`src/xt_periph_pkg.sv`:
```
//~~~~~~~~~~~~~~~~~~~~~~~~~~~~~~~~~~~~~~~~~~~~~~~~~~~~~~~~~~~~~~~~~~~~~~~~~~
// Shared widths, address map tags, I/O group numbers and port B bit
// positions for the XT peripheral glue. Modules import it by wildcard.
//~~~~~~~~~~~~~~~~~~~~~~~~~~~~~~~~~~~~~~~~~~~~~~~~~~~~~~~~~~~~~~~~~~~~~~~~~~
`default_nettype none

package xt_periph_pkg;

    // CPU bus
    localparam int ADDR_W = 20;
    localparam int DATA_W = 8;

    typedef logic [ADDR_W-1:0] addr_t;
    typedef logic [DATA_W-1:0] byte_t;

    // Memory array address widths
    localparam int RAM_AW  = 18;    // 256 KB
    localparam int VRAM_AW = 15;    // 32 KB
    localparam int ROM_AW  = 16;    // 64 KB

    // Upper address bits of each memory window
    localparam logic [1:0] RAM_BASE_TAG  = 2'b00;       // 00000 - 3FFFF
    localparam logic [5:0] VRAM_BASE_TAG = 6'b1011_10;  // B8000 - BFFFF
    localparam logic [3:0] ROM_BASE_TAG  = 4'b1111;     // F0000 - FFFFF

    // 32-byte groups in the first I/O page, index is address[7:5]
    localparam logic [2:0] IO_GROUP_DMA      = 3'd0;    // 0x00
    localparam logic [2:0] IO_GROUP_PPI      = 3'd3;    // 0x60
    localparam logic [2:0] IO_GROUP_DMA_PAGE = 3'd4;    // 0x80

    // System control port register offsets
    localparam logic [1:0] PORT_A_OFS = 2'd0;
    localparam logic [1:0] PORT_B_OFS = 2'd1;
    localparam logic [1:0] PORT_C_OFS = 2'd2;

    // Port B bits
    localparam int PB_TIMER_GATE_BIT   = 0;
    localparam int PB_SPEAKER_DATA_BIT = 1;
    localparam int PB_KBD_RESET_BIT    = 6;
    localparam int PB_CLEAR_KEY_BIT    = 7;

    typedef struct packed {
        logic dma;
        logic dma_page;
        logic ppi;
    } io_sel_t;

    typedef struct packed {
        logic ram;
        logic vram;
        logic rom;
    } mem_sel_t;

endpackage

`default_nettype wire

```
`src/xt_bus_if.sv`:
```
//~~~~~~~~~~~~~~~~~~~~~~~~~~~~~~~~~~~~~~~~~~~~~~~~~~~~~~~~~~~~~~~~~~~~~~~~~~
// CPU bus request as seen inside the peripheral block. The top level
// fills it from the pins, all other blocks read it through the sink side.
//~~~~~~~~~~~~~~~~~~~~~~~~~~~~~~~~~~~~~~~~~~~~~~~~~~~~~~~~~~~~~~~~~~~~~~~~~~
`timescale 1ns/1ps
`default_nettype none

interface xt_bus_if import xt_periph_pkg::*; ();

    addr_t address;
    byte_t wdata;

    // Strobes, active high
    logic  io_rd;
    logic  io_wr;
    logic  mem_rd;
    logic  mem_wr;

    // High while the CPU owns the bus
    logic  aen;

    modport source (
        output address,
        output wdata,
        output io_rd,
        output io_wr,
        output mem_rd,
        output mem_wr,
        output aen
    );

    modport sink (
        input  address,
        input  wdata,
        input  io_rd,
        input  io_wr,
        input  mem_rd,
        input  mem_wr,
        input  aen
    );

endinterface

`default_nettype wire

```
`src/xt_addr_decode.sv`:
```
//~~~~~~~~~~~~~~~~~~~~~~~~~~~~~~~~~~~~~~~~~~~~~~~~~~~~~~~~~~~~~~~~~~~~~~~~~~
// Address decoder. Produces address-only I/O and memory selects for the
// internal blocks and the active-low DMA selects for the external chips.
//~~~~~~~~~~~~~~~~~~~~~~~~~~~~~~~~~~~~~~~~~~~~~~~~~~~~~~~~~~~~~~~~~~~~~~~~~~
`timescale 1ns/1ps
`default_nettype none

module xt_addr_decode import xt_periph_pkg::*; (
    xt_bus_if.sink      bus_i,
    input  wire logic   enable_cga_i,
    output io_sel_t     io_sel_o,
    output mem_sel_t    mem_sel_o,
    output logic        dma_chip_select_n_o,
    output logic        dma_page_chip_select_n_o
);

    logic       io_page0;
    logic [2:0] io_group;

    // Only the first 256 ports are decoded here
    assign io_page0 = bus_i.aen && (bus_i.address[9:8] == 2'b00);
    assign io_group = bus_i.address[7:5];

    always_comb begin
        io_sel_o = '0;
        if (io_page0) begin
            io_sel_o.dma      = (io_group == IO_GROUP_DMA);
            io_sel_o.dma_page = (io_group == IO_GROUP_DMA_PAGE);
            io_sel_o.ppi      = (io_group == IO_GROUP_PPI);
        end
    end

    // Memory windows from the upper address bits
    always_comb begin
        mem_sel_o.ram  = (bus_i.address[ADDR_W-1 -: 2] == RAM_BASE_TAG);
        // Video RAM spans 32 KB, so address bit 14 is not compared
        mem_sel_o.vram = enable_cga_i
                         && (bus_i.address[ADDR_W-1 -: 5] == VRAM_BASE_TAG[5:1]);
        mem_sel_o.rom  = (bus_i.address[ADDR_W-1 -: 4] == ROM_BASE_TAG);
    end

    // External chips take their selects active low
    assign dma_chip_select_n_o      = ~io_sel_o.dma;
    assign dma_page_chip_select_n_o = ~io_sel_o.dma_page;

endmodule

`default_nettype wire

```
`src/flat_wrapper.sv`:
```
// flat-port wrapper written by rule: the top's interface ports become plain ports
module xt_addr_decode_flat import xt_periph_pkg::*;
  (enable_cga_i, io_sel_o, mem_sel_o, dma_chip_select_n_o, dma_page_chip_select_n_o, bus_i_address, bus_i_wdata, bus_i_io_rd, bus_i_io_wr, bus_i_mem_rd, bus_i_mem_wr, bus_i_aen);
  xt_bus_if bus_i_i ();
  input  wire logic enable_cga_i;
  output io_sel_t io_sel_o;
  output mem_sel_t mem_sel_o;
  output logic dma_chip_select_n_o;
  output logic dma_page_chip_select_n_o;
  input wire logic [$bits(bus_i_i.address)-1:0] bus_i_address;
  input wire logic [$bits(bus_i_i.wdata)-1:0] bus_i_wdata;
  input wire logic [$bits(bus_i_i.io_rd)-1:0] bus_i_io_rd;
  input wire logic [$bits(bus_i_i.io_wr)-1:0] bus_i_io_wr;
  input wire logic [$bits(bus_i_i.mem_rd)-1:0] bus_i_mem_rd;
  input wire logic [$bits(bus_i_i.mem_wr)-1:0] bus_i_mem_wr;
  input wire logic [$bits(bus_i_i.aen)-1:0] bus_i_aen;
  assign bus_i_i.address = bus_i_address;
  assign bus_i_i.wdata = bus_i_wdata;
  assign bus_i_i.io_rd = bus_i_io_rd;
  assign bus_i_i.io_wr = bus_i_io_wr;
  assign bus_i_i.mem_rd = bus_i_mem_rd;
  assign bus_i_i.mem_wr = bus_i_mem_wr;
  assign bus_i_i.aen = bus_i_aen;
  xt_addr_decode u_core (.bus_i(bus_i_i), .enable_cga_i(enable_cga_i), .io_sel_o(io_sel_o), .mem_sel_o(mem_sel_o), .dma_chip_select_n_o(dma_chip_select_n_o), .dma_page_chip_select_n_o(dma_page_chip_select_n_o));
endmodule
```
`config.mk`:
```
export PLATFORM = sky130hd
export DESIGN_NAME = xt_addr_decode_flat
export DESIGN_NICKNAME = d
export VERILOG_FILES = /design/src/xt_periph_pkg.sv /design/src/xt_bus_if.sv /design/src/xt_addr_decode.sv /design/src/flat_wrapper.sv
export SDC_FILE = /design/constraint.sdc
export NUM_CORES = 1
export LEC_CHECK = 0
export ABC_AREA = 1
export BUFFER_PORTS_ARGS = -buffer_cell sky130_fd_sc_hd__buf_2
export CORE_AREA = 2 2 39 41
export DETAILED_ROUTE_END_ITERATION = 7
export DIE_AREA = 0 0 41 43
export PLACE_DENSITY_LB_ADDON = 0.15
export SLEW_MARGIN = 20
export SYNTH_ARGS = -nofsm -noshare
export SYNTH_HDL_FRONTEND = slang
export SYNTH_SLANG_ARGS = --single-unit
```
`constraint.sdc`:
```
create_clock -name vclk -period 0.8
set_input_delay 0.16 -clock vclk [all_inputs]
set_output_delay 0.16 -clock vclk [all_outputs]
set_load 0.03 [all_outputs]
```
==> reports/summary.txt <==
status: complete, but fails checks
violated checks: negative setup slack
P_leak: 0.193 nW
unrepaired setup endpoints after global routing: true
PortBufs: 20
GRT Residual Overflow: 0
Via Count: 235
antenna violations before repair: 0
crit start category: input port
highest-count cells in the layout ignoring fill and taps: buf_6, nor2_1, nand2_1, buf_2, nor2_2
DIE AREA: 1760 µm²
power per cell area: 396 nW/µm²
Final Hold Violating Endpoints: 0
area of the core: 1380 µm²
crit path time final: 0.840 ns
Final WS setup: -0.0400 ns
most common cell after layout, fill and taps aside: buf_6
DP HPWL: 351 µm
Max-Cap Viols: 0
crit path kind: input port to output port
vias in the first global route: 189
largest net degree at the start of global routing: 4
Mapped Area: 116 µm²
Worst Setup End Kind: output port
drc violations: 0
Total Power: 0.000146 W
Yosys cell types: 4
finished layout cell area: 368 µm²
dpl cell area: 239 µm²
fin nets: 86
Rows: 14
sequential area share after synthesis: 0%
Syn Nets: 64
Hold Path Class: input port to output port
worst slew pin tran: 0.153 ns
hold buffers post-CTS: 0
CP Max Fanout: 3
Avg Inst Size Synth: 3.88 µm²
Yosys warning count: 0
Die X: 41 µm
Layout area overhead: 216%
Storage cell area: 0 µm²
DR iter-0 viols: 3
clk_buf instances: 0
first-pass GRT wire length: 703 µm
initial core utilization: 8.41%
Die H: 43 µm
final worst-path cycle share: 105%
Avg Vias per Cell: 3.56
DRT Wirelength: 452 µm
routed len/inst: 6.85 µm
Post-CTS Setup Inserts: 0
Final ANT Viol Nets: 0
share of cells above drive strength 1: 70.0%
Pre-antenna DRT Iters: 4
Fmax achieved: 1.19 GHz
worst path required time: 0.64 ns
Syn Inst Count: 30
Final Wtd Congestion: 0.628
Slew Limit Fails: 0
VDD IR max: 0.119 mV
pre-CTS setup slack: -0.0951 ns
Antenna Cells: 0
CP arrival: 0.68 ns
total track usage: 5.19%
Seq cells: 0
I/O Pins: 42
# setup viols final: 5
Slew HR: 89.9%
-- per-stage QoR --
stage	hold slack, ns	utilization, %	cells	TNS, ns
after detailed placement	0.615	17.3	66	-0.469
after global placement	0.617	17.3	66	-0.491
final	0.613	26.6	66	-0.139
after global routing	0.640	26.6	66	-0.388
after floorplan	0.427	-	30	-0.290
after CTS	0.617	20.9	66	-0.205
-- timing repair --
item | CTS | global route
cloned | 0 | 0
setup endpoints to repair | 6 | 7
gates resized for setup | 16 | 24
pin swaps | 5 | 11
-- final timing paths --
check	startpoint	slack, ns	cells after the start	end
worst max-delay path	bus_i_address[8]	-0.04	5	io_sel_o[2]
worst min-delay path	bus_i_address[19]	0.61	3	mem_sel_o[2]
-- final cells by class --
class | instances | area, µm²
repair buffers | 20 | 186
inverters | 7 | 31.3
multi-input cells | 23 | 130
well taps | 16 | 20.0
fillers | 164 | 1020
-- critical path: stages --
cell	delay, ns
buf_8	0.10
nor2_4	0.09
nand2_2	0.07
nor2_1	0.10
buf_4	0.16
-- power breakdown --
part	internal (W)	switching [W]	total, W
clock	0	0	0
sequential	0	0	0
combinational	0.0000758	0.0000697	0.000146
-- logic make-up (layout without fill, tap and decap cells) --
family	Yosys count	after routing	share of synthesized area (%)
and+or+nand+nor	23	23	77.4
buffers and inverters	7	27	22.6
-- per-layer routing --
metal	global-route usage [%]	routed length (µm)	vias up	share of wire, %
li1	-	-	128	-
met1	7.59	185	101	41
met2	8.75	239	6	53
met3	0	27	0	6.0
met4	0	0	0	0
met5	0	0	-	0
-- synthesized netlist by cell type (all sizes together) --
| cell type | n | share of area (%) |
|---|---|---|
| inv | 7 | 23 |
| nand2 | 10 | 32 |
| nand3 | 3 | 13 |
| nor2 | 10 | 32 |
(Power assumes the default switching activity.)
