**src/xt_periph_pkg.sv**
```systemverilog
//~~~~~~~~~~~~~~~~~~~~~~~~~~~~~~~~~~~~~~~~~~~~~~~~~~~~~~~~~~~~~~~~~~~~~~~~~~
// Shared widths, address map tags, I/O group numbers and port B bit
// positions for the XT peripheral glue. Modules import it by wildcard.
//~~~~~~~~~~~~~~~~~~~~~~~~~~~~~~~~~~~~~~~~~~~~~~~~~~~~~~~~~~~~~~~~~~~~~~~~~~
`default_nettype none

package xt_periph_pkg;

    // CPU bus
    localparam int ADDR_W = 20;
    localparam int DATA_W = 8;

    typedef logic [ADDR_W-1:0] addr_t;
    typedef logic [DATA_W-1:0] byte_t;

    // Memory array address widths
    localparam int RAM_AW  = 18;    // 256 KB
    localparam int VRAM_AW = 15;    // 32 KB
    localparam int ROM_AW  = 16;    // 64 KB

    // Upper address bits of each memory window
    localparam logic [1:0] RAM_BASE_TAG  = 2'b00;       // 00000 - 3FFFF
    localparam logic [5:0] VRAM_BASE_TAG = 6'b1011_10;  // B8000 - BFFFF
    localparam logic [3:0] ROM_BASE_TAG  = 4'b1111;     // F0000 - FFFFF

    // 32-byte groups in the first I/O page, index is address[7:5]
    localparam logic [2:0] IO_GROUP_DMA      = 3'd0;    // 0x00
    localparam logic [2:0] IO_GROUP_PPI      = 3'd3;    // 0x60
    localparam logic [2:0] IO_GROUP_DMA_PAGE = 3'd4;    // 0x80

    // System control port register offsets
    localparam logic [1:0] PORT_A_OFS = 2'd0;
    localparam logic [1:0] PORT_B_OFS = 2'd1;
    localparam logic [1:0] PORT_C_OFS = 2'd2;

    // Port B bits
    localparam int PB_TIMER_GATE_BIT   = 0;
    localparam int PB_SPEAKER_DATA_BIT = 1;
    localparam int PB_KBD_RESET_BIT    = 6;
    localparam int PB_CLEAR_KEY_BIT    = 7;

    typedef struct packed {
        logic dma;
        logic dma_page;
        logic ppi;
    } io_sel_t;

    typedef struct packed {
        logic ram;
        logic vram;
        logic rom;
    } mem_sel_t;

endpackage

`default_nettype wire

```
**src/xt_bus_if.sv**
```systemverilog
//~~~~~~~~~~~~~~~~~~~~~~~~~~~~~~~~~~~~~~~~~~~~~~~~~~~~~~~~~~~~~~~~~~~~~~~~~~
// CPU bus request as seen inside the peripheral block. The top level
// fills it from the pins, all other blocks read it through the sink side.
//~~~~~~~~~~~~~~~~~~~~~~~~~~~~~~~~~~~~~~~~~~~~~~~~~~~~~~~~~~~~~~~~~~~~~~~~~~
`timescale 1ns/1ps
`default_nettype none

interface xt_bus_if import xt_periph_pkg::*; ();

    addr_t address;
    byte_t wdata;

    // Strobes, active high
    logic  io_rd;
    logic  io_wr;
    logic  mem_rd;
    logic  mem_wr;

    // High while the CPU owns the bus
    logic  aen;

    modport source (
        output address,
        output wdata,
        output io_rd,
        output io_wr,
        output mem_rd,
        output mem_wr,
        output aen
    );

    modport sink (
        input  address,
        input  wdata,
        input  io_rd,
        input  io_wr,
        input  mem_rd,
        input  mem_wr,
        input  aen
    );

endinterface

`default_nettype wire

```
**src/xt_sys_ctrl_port.sv**
```systemverilog
//~~~~~~~~~~~~~~~~~~~~~~~~~~~~~~~~~~~~~~~~~~~~~~~~~~~~~~~~~~~~~~~~~~~~~~~~~~
// Keyboard/speaker system control port at I/O group 0x60. Port A is the
// synchronized scan code, port B the control register, port C the switches.
//~~~~~~~~~~~~~~~~~~~~~~~~~~~~~~~~~~~~~~~~~~~~~~~~~~~~~~~~~~~~~~~~~~~~~~~~~~
`timescale 1ns/1ps
`default_nettype none

module xt_sys_ctrl_port import xt_periph_pkg::*; (
    input  wire logic   clock,
    input  wire logic   reset,
    xt_bus_if.sink      bus_i,
    input  wire logic   ppi_sel_i,
    input  wire byte_t  keycode_i,
    input  wire byte_t  port_c_i,
    output byte_t       rdata_o,
    output logic        speaker_gate_o,
    output logic        speaker_data_o,
    output logic        kbd_reset_n_o
);

    logic [1:0] reg_ofs;
    logic       port_b_wr;
    byte_t      port_b;
    byte_t      keycode_meta;
    byte_t      port_a;

    assign reg_ofs   = bus_i.address[1:0];
    assign port_b_wr = ppi_sel_i && bus_i.io_wr && (reg_ofs == PORT_B_OFS);

    // Port B control register
    always_ff @(posedge clock) begin
        if (reset) begin
            port_b <= '0;
        end else if (port_b_wr) begin
            port_b <= bus_i.wdata;
        end
    end

    // Two-flop synchronizer for the scan code
    always_ff @(posedge clock) begin
        if (reset) begin
            keycode_meta <= '0;
            port_a       <= '0;
        end else begin
            keycode_meta <= keycode_i;
            port_a       <= keycode_meta;
        end
    end

    always_comb begin
        case (reg_ofs)
            PORT_A_OFS: rdata_o = port_b[PB_CLEAR_KEY_BIT] ? '0 : port_a;
            PORT_B_OFS: rdata_o = port_b;
            PORT_C_OFS: rdata_o = port_c_i;
            default:    rdata_o = '0;
        endcase
    end

    assign speaker_gate_o = port_b[PB_TIMER_GATE_BIT];
    assign speaker_data_o = port_b[PB_SPEAKER_DATA_BIT];
    // Keyboard held in reset until software sets bit 6
    assign kbd_reset_n_o  = port_b[PB_KBD_RESET_BIT];

endmodule

`default_nettype wire
```
**src/flat_wrapper.sv**
```systemverilog
// flat-port wrapper written by rule: the top's interface ports become plain ports
module xt_sys_ctrl_port_flat import xt_periph_pkg::*;
  (clock, reset, ppi_sel_i, keycode_i, port_c_i, rdata_o, speaker_gate_o, speaker_data_o, kbd_reset_n_o, bus_i_address, bus_i_wdata, bus_i_io_rd, bus_i_io_wr, bus_i_mem_rd, bus_i_mem_wr, bus_i_aen);
  xt_bus_if bus_i_i ();
  input  wire logic clock;
  input  wire logic reset;
  input  wire logic ppi_sel_i;
  input  wire byte_t keycode_i;
  input  wire byte_t port_c_i;
  output byte_t rdata_o;
  output logic speaker_gate_o;
  output logic speaker_data_o;
  output logic kbd_reset_n_o;
  input wire logic [$bits(bus_i_i.address)-1:0] bus_i_address;
  input wire logic [$bits(bus_i_i.wdata)-1:0] bus_i_wdata;
  input wire logic [$bits(bus_i_i.io_rd)-1:0] bus_i_io_rd;
  input wire logic [$bits(bus_i_i.io_wr)-1:0] bus_i_io_wr;
  input wire logic [$bits(bus_i_i.mem_rd)-1:0] bus_i_mem_rd;
  input wire logic [$bits(bus_i_i.mem_wr)-1:0] bus_i_mem_wr;
  input wire logic [$bits(bus_i_i.aen)-1:0] bus_i_aen;
  assign bus_i_i.address = bus_i_address;
  assign bus_i_i.wdata = bus_i_wdata;
  assign bus_i_i.io_rd = bus_i_io_rd;
  assign bus_i_i.io_wr = bus_i_io_wr;
  assign bus_i_i.mem_rd = bus_i_mem_rd;
  assign bus_i_i.mem_wr = bus_i_mem_wr;
  assign bus_i_i.aen = bus_i_aen;
  xt_sys_ctrl_port u_core (.clock(clock), .reset(reset), .bus_i(bus_i_i), .ppi_sel_i(ppi_sel_i), .keycode_i(keycode_i), .port_c_i(port_c_i), .rdata_o(rdata_o), .speaker_gate_o(speaker_gate_o), .speaker_data_o(speaker_data_o), .kbd_reset_n_o(kbd_reset_n_o));
endmodule
```
**config.mk**
```make
export PLATFORM = sky130hd
export DESIGN_NAME = xt_sys_ctrl_port_flat
export DESIGN_NICKNAME = d
export VERILOG_FILES = /design/src/xt_periph_pkg.sv /design/src/xt_bus_if.sv /design/src/xt_sys_ctrl_port.sv /design/src/flat_wrapper.sv
export SDC_FILE = /design/constraint.sdc
export NUM_CORES = 1
export LEC_CHECK = 0
export BUFFER_PORTS_ARGS = -buffer_cell sky130_fd_sc_hd__buf_4
export CAP_MARGIN = 20
export CELL_PAD_IN_SITES_DETAIL_PLACEMENT = 0
export CELL_PAD_IN_SITES_GLOBAL_PLACEMENT = 1
export CORE_UTILIZATION = 29
export DETAILED_ROUTE_END_ITERATION = 7
export PLACE_DENSITY_LB_ADDON = 0.15
export SYNTH_ARGS = -nofsm -noshare
export SYNTH_HDL_FRONTEND = slang
export SYNTH_SLANG_ARGS = --single-unit
```
**constraint.sdc**
```tcl
create_clock -name clock -period 1.22 [get_ports clock]
set_input_delay 0.122 -clock clock [delete_from_list [all_inputs] [get_ports clock]]
set_output_delay 0.122 -clock clock [all_outputs]
set_load 0.02 [all_outputs]
```
==> run metrics <==
status=finished, violations left; failing checks=negative setup slack; clock latency on the worst-skew pair=0.31 ns; area grow syn2layout=50.6%; CP startpoint=u_core.port_b[7]; first-pass GRT wire length=roughly 2900 µm; worst vdd ir=around 790 µV; setup repair after global routing missed its margin=true; initial antenna violation count=0; Final Critical Period=1.62 ns; Longest Clk Path Bufs=2; Comb pwr share=0.174; Die Area=0.00381 mm²; IO buf count=40; multi-input logic area=between 500 and 600 µm²; number of vias per cell=between 4 and 5; vias in the first global route=653; asr flop ratio synth=0; Max Cap Viol=0; sequential-to-total area share from yosys stat=0.465; top_reg_cell synth=dfxtp_1; DPL Wire Length=between 1000 and 1500 µm; Storage cell area=between 400 and 500 µm²; clock sink count=24; vias=~800; P_sw=between 300 and 400 µW; number of synthesized flops with an enable pin=0; root buf cell=clkbuf_4; largest net degree at the start of global routing=33; Power Dens Cells=~1100 mW/mm²; fin. max-slew vios=0; cell area after synthesis=0.00103 mm²; initial core utilization=0.307; syn nets=157; most instantiated cells after synthesis=24 x dfxtp_1, 24 x nand2b_1, 16 x nor2b_1; total core area=~0.0034 mm²; min-delay worst type=primary input to flip-flop; worst endpoint required time=approximately 1.1 ns; setup ws final=-0.403 ns; drt first pass iters=3; die width=~60 µm; critical path class=flip-flop to output port; Crit Path Max Fanout=10; fmax=616 MHz; Yosys top cell area share=0.465; flops & latches, synth=24; cell count after synthesis=about 110; Flop pwr share=0.489; initial DRC count=15; GRT Residual Overflow=0; CP startpoint kind=flip-flop; count of final setup violators=8; Clock Power Share=0.337; Overall Power=1.68 mW; switch share=0.215; Setup Skew=~0.0018 ns; final worst path period share=1.33; Synth area leader=dfxtp_1; Arrival @ worst endpoint=roughly 1.5 ns; Worst Setup End Kind=output port; FILL cells=~350; synth top area cells=dfxtp_1 46%, nand2b_1 15%, nor2b_1 9.7%, mux2i_1 7.7%, a22oi_1 5.8%; syn avg cell area=just under 10 µm²; CTS buffer count=3; DP Cell Count=around 190; gpl congestion=0.786; final count of hold timing violations=0; H-tree levels=1; row cnt=21; Final ANT Viol Nets=0; Yosys cell types=13; Slew headroom=0.823; reg-to-reg startpoint=u_core.port_b[7]; ANT cells=0; Top Ports=63; Min-Delay Startpoint=keycode_i[5]; Avg WL per Cell=10.2 µm; post-CTS setup buffer count=0; Leakage=about 0.63 nW; Power Internal=1.32 mW; Non-Filler Instances=between 150 and 200; layout cells sized above 1=0.389; Total GRT Usage=0.103; Die H=61.7 µm; DRC viols=0; YS warnings=0; final WL=1980 µm; Clock Pin Slew Worst Setup and Hold Paths=0.13 ns; CTS tree=yes; nets=~200; actual slew at the worst max-slew pin=around 0.27 ns
-- layer usage --
metal,wire length [µm],vias up,GRT usage
met5,0,-,0
met4,18,0,0.0286
met3,91,2,0.0393
met2,966,19,0.180
met1,908,341,0.119
li1,-,437,-
-- placed cells by master, fill, tap and decap left out --
cell type / count
or3b_1: 4
dfxtp_1: 23
or3b_4: 1
mux2i_1: 8
a21oi_1: 8
dlygate4sd3_1: 6
and4b_1: 1
a22oi_1: 1
bufinv_16: 1
dfxtp_4: 1
buf_4: 34
nand2b_1: 24
buf_12: 1
clkbuf_4: 3
or3b_2: 3
nor2b_1: 16
buf_6: 7
a22oi_2: 7
-- state kept, by name, summed over array words and instances (netlist names) --
register	flops
u_core.keycode_meta	8
u_core.port_b	8
u_core.port_a	8
-- timing repair --
action,4_1_cts,5_1_grt
setup endpoints to repair,8,8
gates resized for setup,0,10
gates cloned,0,0
endpoints found under the hold margin,5,1
hold buffers,5,1
-- per-stage QoR --
stage          setup WS (ns)   util  cell area (µm²)  hold slack [ns]  setup TNS (ns)
2_1_floorplan        -0.0118      -             1060            0.250         -0.0280
3_3_place_gp         -0.0515  0.418             1410            0.331          -0.151
3_5_place_dp         -0.0466  0.418             1410            0.336          -0.129
4_1_cts               -0.423  0.448             1510         0.000863           -3.04
5_1_grt               -0.460  0.463             1560           0.0123           -3.33
6_report              -0.403  0.463             1560           0.0161           -2.85
-- cell type report --
cell class,count,share of cell area
Tap cell,46,0.0370
Clock inverter,1,0.0193
Clock buffer,3,0.0145
Multi-Input combinational cell,73,0.352
Sequential cell,24,0.311
Timing Repair Buffer,48,0.266
-- critical path: stages, from the launching register on --
cell	delay (ns)
dfxtp_4	0.39
or3b_2	0.47
a22oi_2	0.18
buf_6	0.14
-- cells by family (layout without fill, tap and decap cells) --
logic type             after synthesis  after routing  share of synthesized area
AOI/OAI and AO/OA                   16             16                     0.0969
DFF                                 24             24                      0.465
muxes                                8              8                     0.0775
and+or+nand+nor                     49             49                      0.320
buffers and inverters                8             52                     0.0412
-- power by group through the flow --
stage	Sequential [mW]	Combinational (mW)	Clock, mW
final	0.821	0.293	0.566
after global routing	0.825	0.315	0.619
after CTS	0.823	0.276	0.592
after detailed placement	0.841	0.263	0
after global placement	0.840	0.259	0
after floorplan	0.840	0.140	0
-- worst paths after layout --
path	to	slack (ns)	depth (start not counted)
max	rdata_o[0]	-0.40	3
min	u_core.keycode_meta[5]	0.02	2
max reg2reg	u_core.port_b[7]	0.57	2
min reg2reg	u_core.port_a[5]	0.45	1
Note: power is estimated with default switching activity, not from simulation.
