## config.mk

```make
export PLATFORM = sky130hd
export DESIGN_NAME = xt_readback_flat
export DESIGN_NICKNAME = d
export VERILOG_FILES = /design/src/xt_periph_pkg.sv /design/src/xt_bus_if.sv /design/src/xt_readback.sv /design/src/flat_wrapper.sv
export SDC_FILE = /design/constraint.sdc
export NUM_CORES = 1
export LEC_CHECK = 0
export BUFFER_PORTS_ARGS = -buffer_cell sky130_fd_sc_hd__clkbuf_2
export CAP_MARGIN = 15
export CORE_MARGIN = 5
export CORE_UTILIZATION = 24
export DETAILED_ROUTE_END_ITERATION = 6
export PLACE_DENSITY_LB_ADDON = 0.25
export SETUP_SLACK_MARGIN = 0.5
export SYNTH_ARGS = -nofsm -noshare
export SYNTH_HDL_FRONTEND = slang
export SYNTH_SLANG_ARGS = --single-unit
```

## constraint.sdc

```tcl
create_clock -name vclk -period 1
set_clock_uncertainty 0.15 [all_clocks]
set_input_delay 0.05 -clock vclk [all_inputs]
set_output_delay 0.05 -clock vclk [all_outputs]
set_load 0.02 [all_outputs]
```

## src/xt_periph_pkg.sv

```systemverilog
//~~~~~~~~~~~~~~~~~~~~~~~~~~~~~~~~~~~~~~~~~~~~~~~~~~~~~~~~~~~~~~~~~~~~~~~~~~
// Shared widths, address map tags, I/O group numbers and port B bit
// positions for the XT peripheral glue. Modules import it by wildcard.
//~~~~~~~~~~~~~~~~~~~~~~~~~~~~~~~~~~~~~~~~~~~~~~~~~~~~~~~~~~~~~~~~~~~~~~~~~~
`default_nettype none

package xt_periph_pkg;

    // CPU bus
    localparam int ADDR_W = 20;
    localparam int DATA_W = 8;

    typedef logic [ADDR_W-1:0] addr_t;
    typedef logic [DATA_W-1:0] byte_t;

    // Memory array address widths
    localparam int RAM_AW  = 18;    // 256 KB
    localparam int VRAM_AW = 15;    // 32 KB
    localparam int ROM_AW  = 16;    // 64 KB

    // Upper address bits of each memory window
    localparam logic [1:0] RAM_BASE_TAG  = 2'b00;       // 00000 - 3FFFF
    localparam logic [5:0] VRAM_BASE_TAG = 6'b1011_10;  // B8000 - BFFFF
    localparam logic [3:0] ROM_BASE_TAG  = 4'b1111;     // F0000 - FFFFF

    // 32-byte groups in the first I/O page, index is address[7:5]
    localparam logic [2:0] IO_GROUP_DMA      = 3'd0;    // 0x00
    localparam logic [2:0] IO_GROUP_PPI      = 3'd3;    // 0x60
    localparam logic [2:0] IO_GROUP_DMA_PAGE = 3'd4;    // 0x80

    // System control port register offsets
    localparam logic [1:0] PORT_A_OFS = 2'd0;
    localparam logic [1:0] PORT_B_OFS = 2'd1;
    localparam logic [1:0] PORT_C_OFS = 2'd2;

    // Port B bits
    localparam int PB_TIMER_GATE_BIT   = 0;
    localparam int PB_SPEAKER_DATA_BIT = 1;
    localparam int PB_KBD_RESET_BIT    = 6;
    localparam int PB_CLEAR_KEY_BIT    = 7;

    typedef struct packed {
        logic dma;
        logic dma_page;
        logic ppi;
    } io_sel_t;

    typedef struct packed {
        logic ram;
        logic vram;
        logic rom;
    } mem_sel_t;

endpackage

`default_nettype wire

```

## src/xt_bus_if.sv

```systemverilog
//~~~~~~~~~~~~~~~~~~~~~~~~~~~~~~~~~~~~~~~~~~~~~~~~~~~~~~~~~~~~~~~~~~~~~~~~~~
// CPU bus request as seen inside the peripheral block. The top level
// fills it from the pins, all other blocks read it through the sink side.
//~~~~~~~~~~~~~~~~~~~~~~~~~~~~~~~~~~~~~~~~~~~~~~~~~~~~~~~~~~~~~~~~~~~~~~~~~~
`timescale 1ns/1ps
`default_nettype none

interface xt_bus_if import xt_periph_pkg::*; ();

    addr_t address;
    byte_t wdata;

    // Strobes, active high
    logic  io_rd;
    logic  io_wr;
    logic  mem_rd;
    logic  mem_wr;

    // High while the CPU owns the bus
    logic  aen;

    modport source (
        output address,
        output wdata,
        output io_rd,
        output io_wr,
        output mem_rd,
        output mem_wr,
        output aen
    );

    modport sink (
        input  address,
        input  wdata,
        input  io_rd,
        input  io_wr,
        input  mem_rd,
        input  mem_wr,
        input  aen
    );

endinterface

`default_nettype wire

```

## src/xt_readback.sv

```systemverilog
//~~~~~~~~~~~~~~~~~~~~~~~~~~~~~~~~~~~~~~~~~~~~~~~~~~~~~~~~~~~~~~~~~~~~~~~~~~
// Read-back multiplexer for the chipset data bus. Picks the first active
// source in priority order and drives zero when nothing is selected.
//~~~~~~~~~~~~~~~~~~~~~~~~~~~~~~~~~~~~~~~~~~~~~~~~~~~~~~~~~~~~~~~~~~~~~~~~~~
`timescale 1ns/1ps
`default_nettype none

module xt_readback import xt_periph_pkg::*; (
    xt_bus_if.sink          bus_i,
    input  wire io_sel_t    io_sel_i,
    input  wire mem_sel_t   mem_sel_i,
    input  wire byte_t      ppi_rdata_i,
    input  wire byte_t      ram_rdata_i,
    input  wire byte_t      vram_rdata_i,
    input  wire byte_t      rom_rdata_i,
    output byte_t           data_bus_out_o,
    output logic            data_bus_drive_o
);

    // PPI first, then the memory windows
    always_comb begin
        data_bus_drive_o = 1'b1;
        if (io_sel_i.ppi && bus_i.io_rd) begin
            data_bus_out_o = ppi_rdata_i;
        end else if (mem_sel_i.vram && bus_i.mem_rd) begin
            data_bus_out_o = vram_rdata_i;
        end else if (mem_sel_i.rom && bus_i.mem_rd) begin
            data_bus_out_o = rom_rdata_i;
        end else if (mem_sel_i.ram && bus_i.mem_rd) begin
            data_bus_out_o = ram_rdata_i;
        end else begin
            data_bus_drive_o = 1'b0;
            data_bus_out_o   = '0;
        end
    end

endmodule

`default_nettype wire

```

## src/flat_wrapper.sv

```systemverilog
// flat-port wrapper written by rule: the top's interface ports become plain ports
module xt_readback_flat import xt_periph_pkg::*;
  (io_sel_i, mem_sel_i, ppi_rdata_i, ram_rdata_i, vram_rdata_i, rom_rdata_i, data_bus_out_o, data_bus_drive_o, bus_i_address, bus_i_wdata, bus_i_io_rd, bus_i_io_wr, bus_i_mem_rd, bus_i_mem_wr, bus_i_aen);
  xt_bus_if bus_i_i ();
  input  wire io_sel_t io_sel_i;
  input  wire mem_sel_t mem_sel_i;
  input  wire byte_t ppi_rdata_i;
  input  wire byte_t ram_rdata_i;
  input  wire byte_t vram_rdata_i;
  input  wire byte_t rom_rdata_i;
  output byte_t data_bus_out_o;
  output logic data_bus_drive_o;
  input wire logic [$bits(bus_i_i.address)-1:0] bus_i_address;
  input wire logic [$bits(bus_i_i.wdata)-1:0] bus_i_wdata;
  input wire logic [$bits(bus_i_i.io_rd)-1:0] bus_i_io_rd;
  input wire logic [$bits(bus_i_i.io_wr)-1:0] bus_i_io_wr;
  input wire logic [$bits(bus_i_i.mem_rd)-1:0] bus_i_mem_rd;
  input wire logic [$bits(bus_i_i.mem_wr)-1:0] bus_i_mem_wr;
  input wire logic [$bits(bus_i_i.aen)-1:0] bus_i_aen;
  assign bus_i_i.address = bus_i_address;
  assign bus_i_i.wdata = bus_i_wdata;
  assign bus_i_i.io_rd = bus_i_io_rd;
  assign bus_i_i.io_wr = bus_i_io_wr;
  assign bus_i_i.mem_rd = bus_i_mem_rd;
  assign bus_i_i.mem_wr = bus_i_mem_wr;
  assign bus_i_i.aen = bus_i_aen;
  xt_readback u_core (.bus_i(bus_i_i), .io_sel_i(io_sel_i), .mem_sel_i(mem_sel_i), .ppi_rdata_i(ppi_rdata_i), .ram_rdata_i(ram_rdata_i), .vram_rdata_i(vram_rdata_i), .rom_rdata_i(rom_rdata_i), .data_bus_out_o(data_bus_out_o), .data_bus_drive_o(data_bus_drive_o));
endmodule
```

==> results.md, run 1 <==
- Avg Synthesized Cell Area: 7.06 um2
- Worst endpoint required time: 0.80 ns
- Clk_buf instances: 0
- FF+latch area: 0 um2
- IO Pins: 80
- Register area share after synthesis: 0%
- N_diodes: 0
- Mapped cell area: 353 um2
- # fillers: 144
- Std cell rows: 13
- First-pass GRT wire length: 2430 um
- Layout area overhead: 105%
- HP Class: primary input to output pin
- Vias in the first global route: 530
- Max IR drop VDD: 0.259 mV
- Largest net degree at the start of global routing: 18
- Die area: 2340 um2
- Initial antenna violation count: 0
- Dpl hpwl: 1100 um
- Critical Path Fanout Max: 17
- Gr ovfl total: 0
- FFs & Latches: 0
- RSZ-0062 raised after global routing: yes
- PD cells: 522 nW/um2
- Fin. Hold Viols: 0
- Post-DP Area: 574 um2
- 1st-iter DRT viols: 4
- Final nets: 167
- Violations in the final reports: negative setup slack
- Design area: 722 um2
- Yosys warnings: 0
- DRC viols: 0
- Vias per inst: 4.97
- Crit Path Class: primary input to output pin
- Leak pwr: 0.387 nW
- Port bufs: 47
- Fmax: 951 MHz
- Routed len/inst: 12.9 um
- Synth area leader: a32o_1
- Die Y: 48.3 um
- Fin crit share: 105%
- Gpl congestion: 0.666
- Final core occ: 53.5%
- Status: finished, violations left
- Synth cell types: 14
- Slew headroom: 85.6%
- Core area: 1350 um2
- Initial core utilization: 26.1%
- Top cell type's share of synthesized area: 19.9%
- Data arrival time of the critical path: 0.85 ns
- Setup slack after layout: -0.0513 ns
- Syn nets: 121
- Syn Inst Count: 50
- Post-DRT Antenna Nets: 0
- Post-CTS setup buffers: 0
- Via count: 542
- First-pass DRT Iterations: 2
- Final WL: 1400 um
- Total GRT Usage: 11.9%
- Worst slew pin tran: 0.216 ns
- Final setup violation count: 8
- Layout cells sized above 1: 72.3%
- Worst hold slack: 0.265 ns
- Final Max Slew Viols: 0
- Die Width: 48.3 um
- Final std cells w/o fill: 109
- Crit path time final: 1.05 ns
- Max-cap violation count: 0
- Crit start category: primary input
- Worst setup EP type: output pin
- Top post-synthesis cells by area: a32o_1 20%, buf_6 13%, o21ai_1 11%, nand2b_1 11%, a21oi_1 8.5%
- Placed Instances: 109
[stage by stage]
| step | total power (W) | setup slack, ns | setup TNS, ns |
|---|---|---|---|
| 4_1_cts | 0.000351 | -0.0428 | -0.326 |
| 2_1_floorplan | 0.000180 | 0.0482 | 0 |
| 3_3_place_gp | 0.000278 | -0.158 | -1.25 |
| 6_report | 0.000377 | -0.0513 | -0.352 |
| 5_1_grt | 0.000408 | -0.0937 | -0.647 |
| 3_5_place_dp | 0.000280 | -0.171 | -1.26 |
[routing by layer]
metal,up-vias,GRT usage (%),routed length (um)
met4,0,0,0
li1,276,-,-
met3,0,3.06,139
met5,-,0,0
met1,238,15.2,549
met2,28,20.9,712
[what timing repair did]
item                       in CTS  in global routing
pin swaps                      10                  8
resized for setup              25                 13
setup endpoints to repair       9                  9
cloned                          0                  0
hold buffers                    0                  0
[cells in the mapped netlist]
master	n
o21ai_1	8
a32o_2	1
a21oi_2	2
clkbuf_1	1
a32o_1	7
or2b_1	3
a21oi_1	6
o31ai_1	1
nor2b_4	1
buf_6	4
nand2b_1	6
nand2_1	8
and2_4	1
buf_8	1
[critical path, cell delays in order]
cell	delay (ns)
clkbuf_8	0.17
a21oi_1	0.13
o21ai_1	0.09
a32o_2	0.28
buf_8	0.13
[logic make-up after synthesis]
kind of cell | after synthesis | synth area share, %
AOI/OAI and AO/OA | 25 | 50.0
buffers and inverters | 6 | 18.1
and+or+nand+nor | 19 | 31.9
[where the power goes]
group	total, W	internal [W]	switching, W
clock network	0	0	0
registers	0	0	0
logic	0.000377	0.000218	0.000158
total	0.000377	0.000218	0.000158
[layout make-up]
type	instances	area [um2]	share of cell area (%)
Multi-Input combinational cell	44	322	44.5
Timing Repair Buffer	50	382	52.9
Tap cell	15	18.8	2.60
[worst paths after layout]
kind / start / endpoint / cells past startpoint / slack (ns)
worst max-delay path: mem_sel_i[0] / data_bus_out_o[0] / 5 / -0.05
worst min-delay path: ppi_rdata_i[5] / data_bus_out_o[5] / 3 / 0.26
[placed cells by master, fill, tap and decap left out]
cell and count:
o21ai_2 1, buf_4 3, a21oi_1 2, or2b_1 3, buf_8 8, a21oi_2 6
o31ai_2 1, nor2b_4 1, a32o_2 8, clkbuf_2 35, nand2b_1 6, clkbuf_16 1
nand2_1 8, clkbuf_8 2, and2_4 1, o21ai_1 7, buf_6 1
No activity file was read; power rests on OpenSTA's default activity.
==> run 2: changes to the inputs <==
--- a/config.mk
+++ b/config.mk
@@ -5,12 +5,12 @@
 export SDC_FILE = /design/constraint.sdc
 export NUM_CORES = 1
 export LEC_CHECK = 0
-export BUFFER_PORTS_ARGS = -buffer_cell sky130_fd_sc_hd__clkbuf_2
 export CAP_MARGIN = 15
-export CORE_MARGIN = 5
-export CORE_UTILIZATION = 24
+export CORE_AREA = 5 5 42 44
 export DETAILED_ROUTE_END_ITERATION = 6
-export PLACE_DENSITY_LB_ADDON = 0.25
+export DIE_AREA = 0 0 47 49
+export DONT_BUFFER_PORTS = 1
+export PLACE_DENSITY = 0.38
 export SETUP_SLACK_MARGIN = 0.5
 export SYNTH_ARGS = -nofsm -noshare
 export SYNTH_HDL_FRONTEND = slang
==> results.md, run 2 (same netlist as run 1, synthesis figures left out) <==
- Via count: 355
- Crit-path cells: and2_4, nor2b_4, a32o_2
- Met1 wire length: 432 um
- Origin of the worst setup path: io_sel_i[0]
- Clk_buf instances: 0
- Slew headroom: 81.4%
- Met3 wire length: 137 um
- Fin crit share: 89.0%
- Final WL: 1100 um
- Crit Path Class: primary input to output pin
- Crit start category: primary input
- IO Pins: 80
- 1st-iter DRT viols: 4
- Data arrival time of the critical path: 0.69 ns
- Vias in the first global route: 368
- HP Class: primary input to output pin
- Routed len/inst: 18.0 um
- Final Max Slew Viols: 0
- Leak pwr: 0.143 nW
- DRC viols: 0
- Setup crit end: data_bus_out_o[3]
- Crit path time final: 0.890 ns
- FF+latch area: 0 um2
- RSZ-0062 raised after global routing: yes
- Fmax: 1120 MHz
- Max-cap violation count: 0
- Critical Path Fanout Max: 8
- Commonest non-fill, non-tap cells in the layout: 8 x nand2_1, 8 x o21ai_1, 8 x a32o_2
- CP max-delay cell: a32o_2
- Final setup violation count: 0
- PD cells: 471 nW/um2
- Die area: 2300 um2
- Logic pwr share: 100.0%
- CP max stage delay: 0.28 ns
- Pwr Total: 0.000159 W
- FFs & Latches: 0
- Status: completed
- Sw Share: 54.4%
- Met2 Routed Length: 530 um
- Max IR drop VDD: 0.105 mV
- Largest net degree at the start of global routing: 18
- Final core occ: 24.1%
- Port bufs: 0
- Post-Place Setup Slack: 0.102 ns
- Initial antenna violation count: 0
- Gr ovfl total: 0
- Die Y: 49 um
- Core area: 1400 um2
- Clock power frac: 0%
- Pint: 0.0000726 W
- Cts hold-fix bufs: 0
- First-pass GRT wire length: 1680 um
- Initial core utilization: 25.2%
- Design area: 338 um2
- Switching power: 0.0000864 W
- Gpl congestion: 0.576
- Max layer used: met3
- Vias per inst: 5.82
- Layout area overhead: -4.26%
- Setup slack after layout: 0.110 ns
- Setup TNS: 0 ns
- First-pass DRT Iterations: 2
- Post-DP Area: 325 um2
- Register share of total power: 0%
- Fin. Hold Viols: 0
- N_diodes: 0
- Worst slew pin tran: 0.277 ns
- Worst endpoint required time: 0.80 ns
- Post-DRT Antenna Nets: 0
- Worst setup EP type: output pin
- Die Width: 47 um
- Total GRT Usage: 8.98%
- Layout cells sized above 1: 33.3%
- Std cell rows: 14
- Final nets: 118
run 2: cell type report:
cell class | instances | area [um2]
Tap cell | 16 | 20.0
Timing Repair Buffer | 1 | 7.51
Fill cell | 167 | 1060
Multi-Input combinational cell | 44 | 310
run 2: through the flow:
| stage | hold slack, ns | instances |
|---|---|---|
| floorplan | 0.124 | 50 |
| global placement | 0.129 | 61 |
| detailed placement | 0.129 | 61 |
| CTS | 0.0976 | 61 |
| global route | 0.106 | 61 |
| finish | 0.0945 | 61 |
run 2: critical path: cells and delay by family:
kind             cells  cell delay [ns]
AND/OR/NAND/NOR      2             0.36
AO/OA/AOI/OAI        1             0.28
run 2: routing by layer:
layer	up-vias	global-route usage, %
li1	176	-
met1	154	12.4
met2	25	15.2
met3	0	1.48
met4	0	0
met5	-	0
run 2: how the worst min path moves through the flow:
stage,endpoint,cells past startpoint,startpoint,slack [ns]
4_1_cts,data_bus_drive_o,2,bus_i_mem_rd,0.1
3_5_place_dp,data_bus_out_o[5],1,ppi_rdata_i[5],0.13
2_1_floorplan,data_bus_out_o[0],1,ppi_rdata_i[0],0.12
3_3_place_gp,data_bus_out_o[5],1,ppi_rdata_i[5],0.13
6_report,data_bus_drive_o,2,bus_i_mem_rd,0.09
5_1_grt,data_bus_drive_o,2,bus_i_mem_rd,0.11
run 2: power groups by stage:
stage               sequential [W]  clock (W)  combinational (W)
floorplan                        0          0           0.000180
global placement                 0          0           0.000155
detailed placement               0          0           0.000156
CTS                              0          0           0.000162
global route                     0          0           0.000171
finish                           0          0           0.000159
run 2: what timing repair did:
action,4_1_cts,5_1_grt
endpoints found under the hold margin,0,0
pin swaps,2,2
buffers inserted,0,0
setup endpoints to repair,9,9
gates resized for setup,3,0
